==> src/common/aes_ctrl_pkg.sv <==
// Cipher controller shared definitions
package aes_ctrl_pkg;

  // Datapath widths
  localparam int BLK_W  = 128;
  localparam int WORD_W = 32;

  // Identity words and unmapped read value
  localparam logic [31:0] CORE_NAME0   = 32'h6165_7331; // "aes1"
  localparam logic [31:0] CORE_NAME1   = 32'h3238_2020; // "28  "
  localparam logic [31:0] CORE_VERSION = 32'h302e_3031; // "0.01"
  localparam logic [31:0] RD_DEFAULT   = 32'h0bad_0bad;

  // 16 KB address quarters
  typedef enum logic [1:0] {
    BANK_REGS = 2'd0,
    BANK_KEY  = 2'd1,
    BANK_IP   = 2'd2,
    BANK_OP   = 2'd3
  } bank_e;

  // Register offsets within BANK_REGS
  typedef enum logic [15:0] {
    ADDR_CORE_NAME0   = 16'h0000,
    ADDR_CORE_NAME1   = 16'h0004,
    ADDR_CORE_VERSION = 16'h0008,
    ADDR_CTRL         = 16'h0010,
    ADDR_CTRL_SET     = 16'h0014,
    ADDR_CTRL_CLR     = 16'h0018,
    ADDR_STAT         = 16'h001c,
    ADDR_QUAL         = 16'h0020,
    ADDR_DREQ         = 16'h0030,
    ADDR_DREQ_SET     = 16'h0034,
    ADDR_DREQ_CLR     = 16'h0038,
    ADDR_DREQ_ACT     = 16'h003c,
    ADDR_IREQ         = 16'h0040,
    ADDR_IREQ_SET     = 16'h0044,
    ADDR_IREQ_CLR     = 16'h0048,
    ADDR_IREQ_ACT     = 16'h004c
  } reg_addr_e;

  typedef enum logic [2:0] {
    NO_KEY       = 3'd0,
    KEY_EXPAND   = 3'd1,
    KEY_READY    = 3'd2,
    BLOCK_BUSY   = 3'd3,
    RESULT_READY = 3'd4
  } seq_state_e;

  // Address phase as seen on the pins
  typedef struct packed {
    logic        ready;
    logic        sel;
    logic [1:0]  trans;
    logic [2:0]  size;
    logic        write;
    logic [15:0] addr;
  } ahb_req_t;

  // De-pipelined data phase record
  typedef struct packed {
    logic        valid;
    logic        wr;
    logic        rd;
    bank_e       bank;
    logic [13:0] addr;  // Byte offset inside the bank
    logic [3:0]  byte4; // Lane enables
  } bus_cyc_t;

  typedef struct packed {
    logic encode;    // Bit 7
    logic bypass;
    logic valid_req;
    logic keyok_req;
    logic err_req;
    logic op_req;
    logic ip_req;
    logic key_req;   // Bit 0
  } ctrl_t;

  typedef struct packed {
    logic op;
    logic ip;
    logic key;
  } req_t;

  typedef struct packed {
    logic key_ok;
    logic res_busy;
    logic res_rdy;
    logic err;
    logic key_idle;
  } seq_status_t;

endpackage

==> src/rtl/ahb_capture.sv <==
// AHB address phase capture
`timescale 1ns/10ps

module ahb_capture
  import aes_ctrl_pkg::*;
(
  input  logic     clk,
  input  logic     rst_b,
  input  ahb_req_t req,   // Address phase inputs
  output bus_cyc_t cyc    // Registered data phase view
);

  logic       active; // Real transfer to this slave
  logic [3:0] lanes;  // Next lane enables

  assign active = req.sel & req.trans[1]; // NONSEQ or SEQ only

  // Lane decode for byte, halfword and word
  always_comb
  begin
    if (req.size[2] | req.size[1])
      lanes = 4'b1111;                              // Word or wider
    else if (req.size[0])
      lanes = req.addr[1] ? 4'b1100 : 4'b0011;      // Halfword
    else
      lanes = 4'b0001 << req.addr[1:0];             // Byte
  end

  // --------------------
  // Data phase record

  always_ff @(posedge clk or negedge rst_b)
  begin
    if (!rst_b)
      cyc <= '0;
    else if (req.ready)   // hready low freezes the record
    begin
      cyc.valid <= active;
      cyc.wr    <= active & req.write;
      cyc.rd    <= active & ~req.write;
      cyc.byte4 <= active ? lanes : 4'b0000;
      if (active)         // Address kept from last real transfer
      begin
        cyc.bank <= bank_e'(req.addr[15:14]);
        cyc.addr <= req.addr[13:0];
      end
    end
  end

endmodule

==> src/iobuf/iobuf_reg128.sv <==
// 128-bit byte-addressable buffer
`timescale 1ns/10ps

module iobuf_reg128
  import aes_ctrl_pkg::*;
#(
  parameter bank_e BANK       = BANK_KEY, // Bank this buffer answers to
  parameter bit    WRITE_ONLY = 1'b0,     // Reads return zero
  parameter bit    ZERO_PAD   = 1'b0      // Word 0 lane 0 write clears the rest
)
(
  input  logic              clk,
  input  logic              rst_b,
  input  bus_cyc_t          cyc,
  input  logic [WORD_W-1:0] wdata,
  output logic [WORD_W-1:0] rdata,
  output logic [BLK_W-1:0]  blk,      // Big-endian block
  output logic              load_ack  // Last byte written
);

  logic [3:0][7:0] buf_q [4]; // Four words of four lanes
  logic            hit_wr;
  logic            hit_rd;
  logic [1:0]      widx;
  logic            pad;

  assign widx   = cyc.addr[3:2];                 // Aliased through the bank
  assign hit_wr = cyc.wr & (cyc.bank == BANK);
  assign hit_rd = cyc.rd & (cyc.bank == BANK);
  assign pad    = ZERO_PAD & hit_wr & (widx == 2'd0) & cyc.byte4[0];

  // --------------------
  // Storage

  always_ff @(posedge clk)
  begin
    for (int w = 0; w < 4; w++)
    begin
      for (int b = 0; b < 4; b++)
      begin
        if (hit_wr & cyc.byte4[b] & (widx == 2'(w)))
          buf_q[w][b] <= wdata[8*b +: 8];
        else if (pad)
          buf_q[w][b] <= 8'h00;   // Unwritten bytes of the new block
      end
    end
  end

  // Pulse after lane 3 of word 3
  always_ff @(posedge clk or negedge rst_b)
  begin
    if (!rst_b)
      load_ack <= 1'b0;
    else
      load_ack <= hit_wr & (widx == 2'd3) & cyc.byte4[3];
  end

  // Lane 0 of word 0 becomes the block MSB
  for (genvar w = 0; w < 4; w++)
  begin : g_blk
    assign blk[BLK_W-1-WORD_W*w -: WORD_W] = {buf_q[w][0], buf_q[w][1],
                                             buf_q[w][2], buf_q[w][3]};
  end

  // Little-endian readback
  assign rdata = (hit_rd & ~WRITE_ONLY) ? buf_q[widx] : '0;

endmodule

==> src/rtl/block_seq.sv <==
// Key and block sequencer
`timescale 1ns/10ps

module block_seq
  import aes_ctrl_pkg::*;
(
  input  logic        clk,
  input  logic        rst_b,
  input  bus_cyc_t    cyc,
  input  logic        key_ack,   // Key buffer full
  input  logic        ip_ack,    // Input buffer full
  input  logic        eng_done,
  output logic        start,     // Engine kick
  output seq_status_t stat
);

  seq_state_e state_q;
  seq_state_e state_d;
  logic       go;
  logic       key_wr;
  logic       op_last;
  logic       key_ok;
  logic       err_q;

  assign key_wr  = cyc.wr & (cyc.bank == BANK_KEY);
  assign op_last = cyc.rd & (cyc.bank == BANK_OP) & (cyc.addr[3:2] == 2'd3) & cyc.byte4[3];
  assign key_ok  = (state_q == KEY_READY) | (state_q == BLOCK_BUSY) |
                   (state_q == RESULT_READY);

  // --------------------
  // Next state

  always_comb
  begin
    state_d = state_q;
    go      = 1'b0;
    if (key_ack)                  // Completed key wins over a new one
    begin
      state_d = KEY_EXPAND;
      go      = 1'b1;
    end
    else if (key_wr)
      state_d = NO_KEY;           // Key being replaced
    else
    begin
      case (state_q)
        KEY_EXPAND:   if (eng_done) state_d = KEY_READY;
        KEY_READY:
          if (ip_ack)
          begin
            state_d = BLOCK_BUSY;
            go      = 1'b1;
          end
        BLOCK_BUSY:   if (eng_done) state_d = RESULT_READY;
        RESULT_READY: if (op_last)  state_d = KEY_READY;  // Result drained
        default:      ;
      endcase
    end
  end

  always_ff @(posedge clk or negedge rst_b)
  begin
    if (!rst_b)
    begin
      state_q <= NO_KEY;
      start   <= 1'b0;
      err_q   <= 1'b0;
    end
    else
    begin
      state_q <= state_d;
      start   <= go;
      // Data access without a usable key; next key write clears
      err_q   <= (~key_ok & ((cyc.wr & (cyc.bank == BANK_IP)) |
                             (cyc.rd & (cyc.bank == BANK_OP))))
               | (err_q & ~key_wr);
    end
  end

  assign stat.key_ok   = key_ok;
  assign stat.res_busy = (state_q == BLOCK_BUSY) | ((state_q == KEY_READY) & ip_ack);
  assign stat.res_rdy  = (state_q == RESULT_READY);
  assign stat.err      = err_q;
  assign stat.key_idle = (state_q == NO_KEY) & ~key_ack;  // Nothing loaded or in flight

endmodule

==> src/rtl/bypass_engine.sv <==
// Fixed-latency bypass engine
`timescale 1ns/10ps

module bypass_engine
  import aes_ctrl_pkg::*;
#(
  parameter int ENGINE_CYCLES = 4  // Cycles from start to done
)
(
  input  logic             clk,
  input  logic             rst_b,
  input  logic             start,
  input  logic [BLK_W-1:0] block,
  output logic             done,
  output logic [BLK_W-1:0] result
);

  localparam int CNT_W = $clog2(ENGINE_CYCLES + 1);

  logic [CNT_W-1:0] cnt_q;  // Zero when idle

  always_ff @(posedge clk or negedge rst_b)
  begin
    if (!rst_b)
      cnt_q <= '0;
    else if (start)
      cnt_q <= CNT_W'(ENGINE_CYCLES);   // Restart even mid-count
    else if (cnt_q != '0)
      cnt_q <= cnt_q - 1'b1;
  end

  assign done = (cnt_q == CNT_W'(1));

  // Block passes through unchanged
  always_ff @(posedge clk)
  begin
    if (done)
      result <= block;
  end

endmodule

==> src/rtl/reg_bank.sv <==
// API register bank
`timescale 1ns/10ps

module reg_bank
  import aes_ctrl_pkg::*;
(
  input  logic              clk,
  input  logic              rst_b,
  input  bus_cyc_t          cyc,
  input  logic [WORD_W-1:0] wdata,
  input  logic              dlast_ip,   // DMA burst end, input channel
  input  logic              dlast_op,   // DMA burst end, output channel
  input  seq_status_t       stat,
  input  logic [WORD_W-1:0] key_rdata,
  input  logic [WORD_W-1:0] ip_rdata,
  input  logic [BLK_W-1:0]  result,
  output logic [WORD_W-1:0] rdata,
  output logic              drq_ip,
  output logic              drq_op,
  output logic              irq_key,
  output logic              irq_ip,
  output logic              irq_op,
  output logic              irq_error,
  output logic              irq_merged
);

  ctrl_t             ctrl_q;
  logic [WORD_W-1:0] qual_q;
  req_t              dreq_en;
  logic [3:0]        ireq_en;     // {error, op, ip, key}
  req_t              act;         // Active requests
  logic [3:0]        irq_act;
  logic [7:0]        status;
  logic [15:0]       reg_off;
  logic              reg_wr;
  logic              last_word;   // Word 3, lane 3
  logic              wlast;
  logic              rlast;
  logic [WORD_W-1:0] op_slice [4];

  assign reg_off   = {2'b00, cyc.addr[13:2], 2'b00};
  assign reg_wr    = cyc.valid & cyc.wr & (cyc.bank == BANK_REGS) & cyc.byte4[0];
  assign last_word = (cyc.addr[3:2] == 2'd3) & cyc.byte4[3];
  assign wlast     = cyc.wr & last_word & ((cyc.bank == BANK_KEY) | (cyc.bank == BANK_IP));
  assign rlast     = cyc.rd & last_word & (cyc.bank == BANK_OP);

  // --------------------
  // Register writes

  always_ff @(posedge clk or negedge rst_b)
  begin
    if (!rst_b)
    begin
      ctrl_q  <= '0;
      qual_q  <= '0;
      dreq_en <= '0;
      ireq_en <= '0;
    end
    else if (reg_wr)
    begin
      case (reg_off)
        ADDR_CTRL:     ctrl_q  <= ctrl_t'(wdata[7:0]);
        ADDR_CTRL_SET: ctrl_q  <= ctrl_t'(wdata[7:0] | ctrl_q);   // OR in
        ADDR_CTRL_CLR: ctrl_q  <= ctrl_t'(~wdata[7:0] & ctrl_q);  // AND-NOT
        ADDR_QUAL:     qual_q  <= wdata;
        ADDR_DREQ:     dreq_en <= req_t'(wdata[2:0]);
        ADDR_DREQ_SET: dreq_en <= req_t'(wdata[2:0] | dreq_en);
        ADDR_DREQ_CLR: dreq_en <= req_t'(~wdata[2:0] & dreq_en);
        ADDR_IREQ:     ireq_en <= wdata[3:0];
        ADDR_IREQ_SET: ireq_en <= wdata[3:0] | ireq_en;
        ADDR_IREQ_CLR: ireq_en <= ~wdata[3:0] & ireq_en;
        default:       ;
      endcase
    end
    // Burst end retires the DMA enable
    else if (cyc.wr & (cyc.bank == BANK_KEY) & (dlast_ip | last_word))
      dreq_en.key <= 1'b0;
    else if (cyc.wr & (cyc.bank == BANK_IP) & (dlast_ip | last_word))
      dreq_en.ip <= 1'b0;
    else if (cyc.rd & (cyc.bank == BANK_OP) & (dlast_op | last_word))
      dreq_en.op <= 1'b0;
  end

  // --------------------
  // Requests and interrupts

  assign act.key = ctrl_q.key_req & stat.key_idle;
  assign act.ip  = ctrl_q.ip_req & stat.key_ok & ~stat.res_busy & ~stat.res_rdy;
  assign act.op  = ctrl_q.op_req & stat.res_rdy;

  // Key and input share one DMA channel; drop early on last beat
  assign drq_ip = ((dreq_en.key & act.key) | (dreq_en.ip & act.ip)) & ~wlast;
  assign drq_op = dreq_en.op & act.op & ~rlast;

  assign irq_act[2:0] = act & ~dreq_en;              // Interrupt only when DMA is off
  assign irq_act[3]   = ctrl_q.err_req & stat.err;

  assign irq_key    = irq_act[0] & ireq_en[0];
  assign irq_ip     = irq_act[1] & ireq_en[1];
  assign irq_op     = irq_act[2] & ireq_en[2];
  assign irq_error  = irq_act[3] & ireq_en[3];
  assign irq_merged = irq_key | irq_ip | irq_op | irq_error;

  // Control low/high bits around sequencer flags
  assign status = {ctrl_q.encode, ctrl_q.bypass, stat.res_rdy, stat.key_ok,
                   stat.err, ctrl_q.op_req, ctrl_q.ip_req, ctrl_q.key_req};

  // Output bank words, byte reversed from the big-endian result
  for (genvar w = 0; w < 4; w++)
  begin : g_op_slice
    logic [WORD_W-1:0] be_word;
    assign be_word     = result[BLK_W-1-WORD_W*w -: WORD_W];
    assign op_slice[w] = {be_word[7:0], be_word[15:8], be_word[23:16], be_word[31:24]};
  end

  // --------------------
  // Read mux

  always_comb
  begin
    rdata = RD_DEFAULT;
    if (cyc.rd)
    begin
      case (cyc.bank)
        BANK_REGS:
          case (reg_off)
            ADDR_CORE_NAME0:   rdata = CORE_NAME0;
            ADDR_CORE_NAME1:   rdata = CORE_NAME1;
            ADDR_CORE_VERSION: rdata = CORE_VERSION;
            ADDR_CTRL:         rdata = WORD_W'(ctrl_q);
            ADDR_STAT:         rdata = WORD_W'(status);
            ADDR_QUAL:         rdata = qual_q;
            ADDR_DREQ:         rdata = WORD_W'(dreq_en);
            ADDR_DREQ_ACT:     rdata = WORD_W'(act);
            ADDR_IREQ:         rdata = WORD_W'(ireq_en);
            ADDR_IREQ_ACT:     rdata = WORD_W'(irq_act);
            default:           rdata = RD_DEFAULT;
          endcase
        BANK_KEY: rdata = key_rdata;
        BANK_IP:  rdata = ip_rdata;
        default:  rdata = op_slice[cyc.addr[3:2]];  // Aliased every 16 bytes
      endcase
    end
  end

endmodule

==> src/rtl/aes_ctrl_top.sv <==
// Cipher accelerator controller top
`timescale 1ns/10ps

module aes_ctrl_top
  import aes_ctrl_pkg::*;
#(
  parameter int ENGINE_CYCLES = 4
)
(
  input  logic              clk,
  input  logic              rst_b,
  // AHB-Lite slave
  input  logic              hsel,
  input  logic [15:0]       haddr,
  input  logic [1:0]        htrans,
  input  logic [2:0]        hsize,
  input  logic              hwrite,
  input  logic              hready,
  input  logic [WORD_W-1:0] hwdata,
  output logic              hreadyout,
  output logic [WORD_W-1:0] hrdata,
  output logic              hresp,
  // DMA handshake
  input  logic              dlast_ipdma,
  input  logic              dlast_opdma,
  output logic              drq_ipdma,
  output logic              drq_opdma,
  // Interrupts
  output logic              irq_key,
  output logic              irq_ip,
  output logic              irq_op,
  output logic              irq_error,
  output logic              irq_merged
);

  ahb_req_t          ahb_req;
  bus_cyc_t          cyc;
  seq_status_t       stat;
  logic [WORD_W-1:0] key_rdata;
  logic [WORD_W-1:0] ip_rdata;
  logic [BLK_W-1:0]  ip_blk;
  logic [BLK_W-1:0]  result;
  logic              key_ack;
  logic              ip_ack;
  logic              eng_start;
  logic              eng_done;

  assign ahb_req = '{ready: hready, sel: hsel, trans: htrans, size: hsize,
                     write: hwrite, addr: haddr};

  assign hreadyout = 1'b1;  // Zero wait states
  assign hresp     = 1'b0;  // OKAY only

  ahb_capture u_ahb_capture (.clk(clk), .rst_b(rst_b), .req(ahb_req), .cyc(cyc));

  // Key block not consumed by the bypass engine
  iobuf_reg128 #(.BANK(BANK_KEY), .WRITE_ONLY(1'b1), .ZERO_PAD(1'b0)) u_key_buf (
    .clk(clk), .rst_b(rst_b), .cyc(cyc), .wdata(hwdata),
    .rdata(key_rdata), .blk(), .load_ack(key_ack)
  );

  iobuf_reg128 #(.BANK(BANK_IP), .WRITE_ONLY(1'b0), .ZERO_PAD(1'b1)) u_ip_buf (
    .clk(clk), .rst_b(rst_b), .cyc(cyc), .wdata(hwdata),
    .rdata(ip_rdata), .blk(ip_blk), .load_ack(ip_ack)
  );

  block_seq u_block_seq (
    .clk(clk), .rst_b(rst_b), .cyc(cyc), .key_ack(key_ack), .ip_ack(ip_ack),
    .eng_done(eng_done), .start(eng_start), .stat(stat)
  );

  bypass_engine #(.ENGINE_CYCLES(ENGINE_CYCLES)) u_bypass_engine (
    .clk(clk), .rst_b(rst_b), .start(eng_start), .block(ip_blk),
    .done(eng_done), .result(result)
  );

  reg_bank u_reg_bank (
    .clk(clk), .rst_b(rst_b), .cyc(cyc), .wdata(hwdata),
    .dlast_ip(dlast_ipdma), .dlast_op(dlast_opdma), .stat(stat),
    .key_rdata(key_rdata), .ip_rdata(ip_rdata), .result(result),
    .rdata(hrdata), .drq_ip(drq_ipdma), .drq_op(drq_opdma),
    .irq_key(irq_key), .irq_ip(irq_ip), .irq_op(irq_op),
    .irq_error(irq_error), .irq_merged(irq_merged)
  );

endmodule

==> config.mk <==
export PLATFORM = sky130hd
export DESIGN_NAME = aes_ctrl_top
export DESIGN_NICKNAME = d
export VERILOG_FILES = /design/src/common/aes_ctrl_pkg.sv /design/src/rtl/ahb_capture.sv /design/src/iobuf/iobuf_reg128.sv /design/src/rtl/block_seq.sv /design/src/rtl/bypass_engine.sv /design/src/rtl/reg_bank.sv /design/src/rtl/aes_ctrl_top.sv
export SDC_FILE = /design/constraint.sdc
export NUM_CORES = 1
export LEC_CHECK = 0
export ABC_AREA = 1
export ABC_CLOCK_PERIOD_IN_PS = 6600
export BUFFER_PORTS_ARGS = -buffer_cell sky130_fd_sc_hd__buf_2
export CAP_MARGIN = 25
export CORE_MARGIN = 3
export CORE_UTILIZATION = 45
export CTS_BUF_LIST = sky130_fd_sc_hd__clkbuf_4 sky130_fd_sc_hd__clkbuf_8
export DETAILED_ROUTE_END_ITERATION = 8
export GPL_TIMING_DRIVEN = 0
export SLEW_MARGIN = 30
export SYNTH_ARGS = -nofsm -noshare
export SYNTH_HDL_FRONTEND = slang
export SYNTH_SLANG_ARGS = --single-unit
==> constraint.sdc <==
create_clock -name clk -period 6.6 [get_ports clk]
set_input_delay 1.32 -clock clk [delete_from_list [all_inputs] [get_ports clk]]
set_output_delay 1.32 -clock clk [all_outputs]
set_load 0.005 [all_outputs]
==> flow_summary.yaml <==
grt:
  antenna_found_initial: 0
  grt_overflow_total: 0
  grt_max_degree: 56
  grt_usage: 0.271
  grt_pass1_wl_um: 70400
  grt_pass1_vias: 11500
cts:
  numCtsBuffers: 55
  htreeDepth: 2
  root_buffer: "clkbuf_8"
  tritoncts: "yes"
  insertion_delay_ps: 590
  path_clk_slew_ps: 60
  clk_path_buf_depth: 3
  cts_hold_buf: 0
  ctsResizeCount: 0
  postCtsSetupRepairBufs: 0
  cts_sinks: 334
timing:
  fin_crit_ps: 4970
  setup_viol: 0
  rsz0062_at_grt: "no"
  max_slew.worst_pin.slew_ps: 1060
  min_period_over_period: 0.753
  finalClockSkew_ps: 21.1
  max_clock_freq_ghz: 0.201
  whs_ps: 442
  report.final.slew_viol_count: 0
  setup_tns_ps: 0
  slew_headroom: 0.293
  hold_viol: 0
critical_path:
  end_kind: "output pin"
  crit_arrival_ps: 3650
  cp_max_fo: 10
  setup.worst_path.start_class: "flip-flop"
  critPathKind: "reg2out"
  required_ps: 5280
outcome:
  status: "complete, no violations"
placed_design:
  portBuffers: 96
  gp_congestion: 0.931
  dp_hpwl_um: 32500
  dp.cells: 1999
pwr:
  power_density_mw_per_mm2: 322
  p_switching_w: 0.00158
  clkPwrFrac: 0.345
  pwr-share-comb: 0.174
  power.internal_w: 0.00393
  swShare: 0.286
  seq_power_share: 0.482
  p_leak_nw: 6.96
  peakVddDrop_mv: 0.222
  total_power_w: 0.00551
route:
  firstDrtPassIters: 8
  vias: 11800
  drt-total-wl_um: 48000
  avgViaCountPerCell: 5.61
  wl_per_cell_um: 22.8
  drt_iter0_drc: 1432
  ant_nets: 0
  route.detailed.drc: 0
synthesis:
  synth_top_cell_area_share: 0.508
  syn-cell-area_mm2: 0.0147
  syn_area_per_cell_um2: 10.1
  syn_nets: 1521
  yosys-top-cells-area: "edfxtp_1 51%, dfrtp_1 13%, nand2_1 8.6%"
  ys_ff_latch: 334
  yosysWarnings: 0
  yosysSeqAreaShare: 0.652
  syn_inst: 1454
  ys_types: 44
  synth.largest_area_cell: "edfxtp_1"
finish:
  final_cells: 2101
  syn2layout_area_growth_pct: 16.7
  drive_gt1_frac: 0.163
  final_common_cell: "nand2_1"
  final_cell_mix: "337 x nand2_1, 248 x edfxtp_1, 191 x nor2_1"
  n_antenna_cell: 0
  layout.nets: 1688
floorplan:
  rows: 65
  start_util: 0.461
  core_mm2: 0.0318
  die_area_mm2: 0.0348
  die_w_um: 186
  die_h_um: 186
  io_pins: 101
min_path:
  hp-class: "reg2reg"
job:
  cap_violations: 0
-- synth_stat cells --
master / instances
a211oi_1: 7
a21oi_1: 53
a21oi_2: 3
a221oi_1: 11
a22o_1: 1
a22oi_1: 21
a31oi_1: 9
a32oi_1: 1
a41oi_1: 3
and3_1: 1
buf_1: 7
buf_2: 21
buf_4: 3
clkbuf_1: 42
clkinv_1: 3
conb_1: 2
dfrtp_1: 78
dfxtp_1: 8
edfxtp_1: 248
ha_1: 7
inv_1: 121
inv_2: 14
mux2_2: 4
nand2_1: 337
nand3_1: 49
nand3_2: 1
nand3b_1: 2
nand4_1: 32
nor2_1: 193
nor2_2: 6
nor3_1: 10
nor4_1: 2
o211ai_1: 4
o21a_1: 1
o21ai_0: 40
o21ai_1: 61
o21bai_1: 2
o221ai_1: 1
o22ai_1: 31
o311ai_0: 1
o31a_1: 3
o31ai_1: 2
or2_1: 1
or2_2: 7
-- routing by layer --
| layer | part of all wire | vias up | track usage | routed length (um) |
|---|---|---|---|---|
| li1 | - | 5323 | - | - |
| met3 | 0.097 | 138 | 0.0500 | 4640 |
| met2 | 0.45 | 639 | 0.429 | 21800 |
| met5 | 0 | - | 0 | 0 |
| met4 | 0.049 | 0 | 0.124 | 2330 |
| met1 | 0.40 | 5693 | 0.367 | 19200 |
-- logic make-up (layout without fill, tap and decap cells) --
logic type	after synthesis	in the layout	share of synthesized area
multiplexers	4	4	0.00307
AND/OR/NAND/NOR	641	641	0.179
AO/OA/AOI/OAI	255	255	0.103
buffers and inverters	211	423	0.0566
flip-flops	334	334	0.652
adder cells (fa/ha/maj)	7	7	0.00598
other	2	2	0.000512
-- worst paths after layout --
kind / slack, ps / from / end / cells after the start
worst max-delay path: 1630 / u_ahb_capture.cyc[7] / hrdata[1] / 8
worst min-delay path: 440 / u_ip_buf.buf_q[2][27] / u_bypass_engine.result[35] / 0
worst max register to register: 3110 / u_ahb_capture.cyc[18] / u_ip_buf.buf_q[1][24] / 11
worst min register to register: 440 / u_ip_buf.buf_q[2][27] / u_bypass_engine.result[35] / 0
max in group asynchronous: 5380 / rst_b / u_reg_bank.ctrl_q[4] / 2
min in group asynchronous: 630 / rst_b / u_reg_bank.qual_q[18] / 1
-- power by group through the flow --
stage | Sequential (W) | Clock (W) | Combinational, W
finish | 0.00265 | 0.00190 | 0.000957
floorplan | 0.00270 | 0 | 0.000520
global route | 0.00268 | 0.00201 | 0.00103
detailed placement | 0.00269 | 0 | 0.000942
CTS | 0.00265 | 0.00191 | 0.000946
global placement | 0.00274 | 0 | 0.000831
-- metrics by stage --
stage	area (um2)	setup slack, ps	utilization
CTS	17100	1710	0.538
global route	17100	1510	0.538
detailed placement	15900	2340	0.501
finish	17100	1630	0.538
global placement	15700	725	0.493
floorplan	14700	2220	-
-- critical path, cell delays in order, from the launching register on --
cell,delay (ps)
dfrtp_1,460
nor2_2,250
clkbuf_1,690
clkbuf_1,860
nand2_1,130
nand4_1,150
a21oi_1,70
a21oi_1,290
buf_2,170
-- registers in the layout (all words and copies together), names as in the netlist --
register	cells
u_reg_bank.dreq_en	3
u_block_seq.start	1
u_bypass_engine.result	128
u_reg_bank.qual_q	32
u_key_buf.load_ack	1
u_reg_bank.ireq_en	4
u_reg_bank.ctrl_q	8
u_ip_buf.load_ack	1
u_ahb_capture.cyc	21
u_block_seq.err_q	1
u_bypass_engine.cnt_q	3
u_block_seq.state_q	3
u_ip_buf.buf_q	128
-- area by class of cell --
class	count	area [um2]
Timing Repair Buffer	110	712
Tap cell	435	544
Fill cell	2908	14700
Multi-Input combinational cell	909	4300
Clock buffer	85	1030
Sequential cell	334	9560
Clock inverter	17	125
Inverter	138	518
Buffer	73	315
Note: power is estimated with default switching activity, not from simulation.
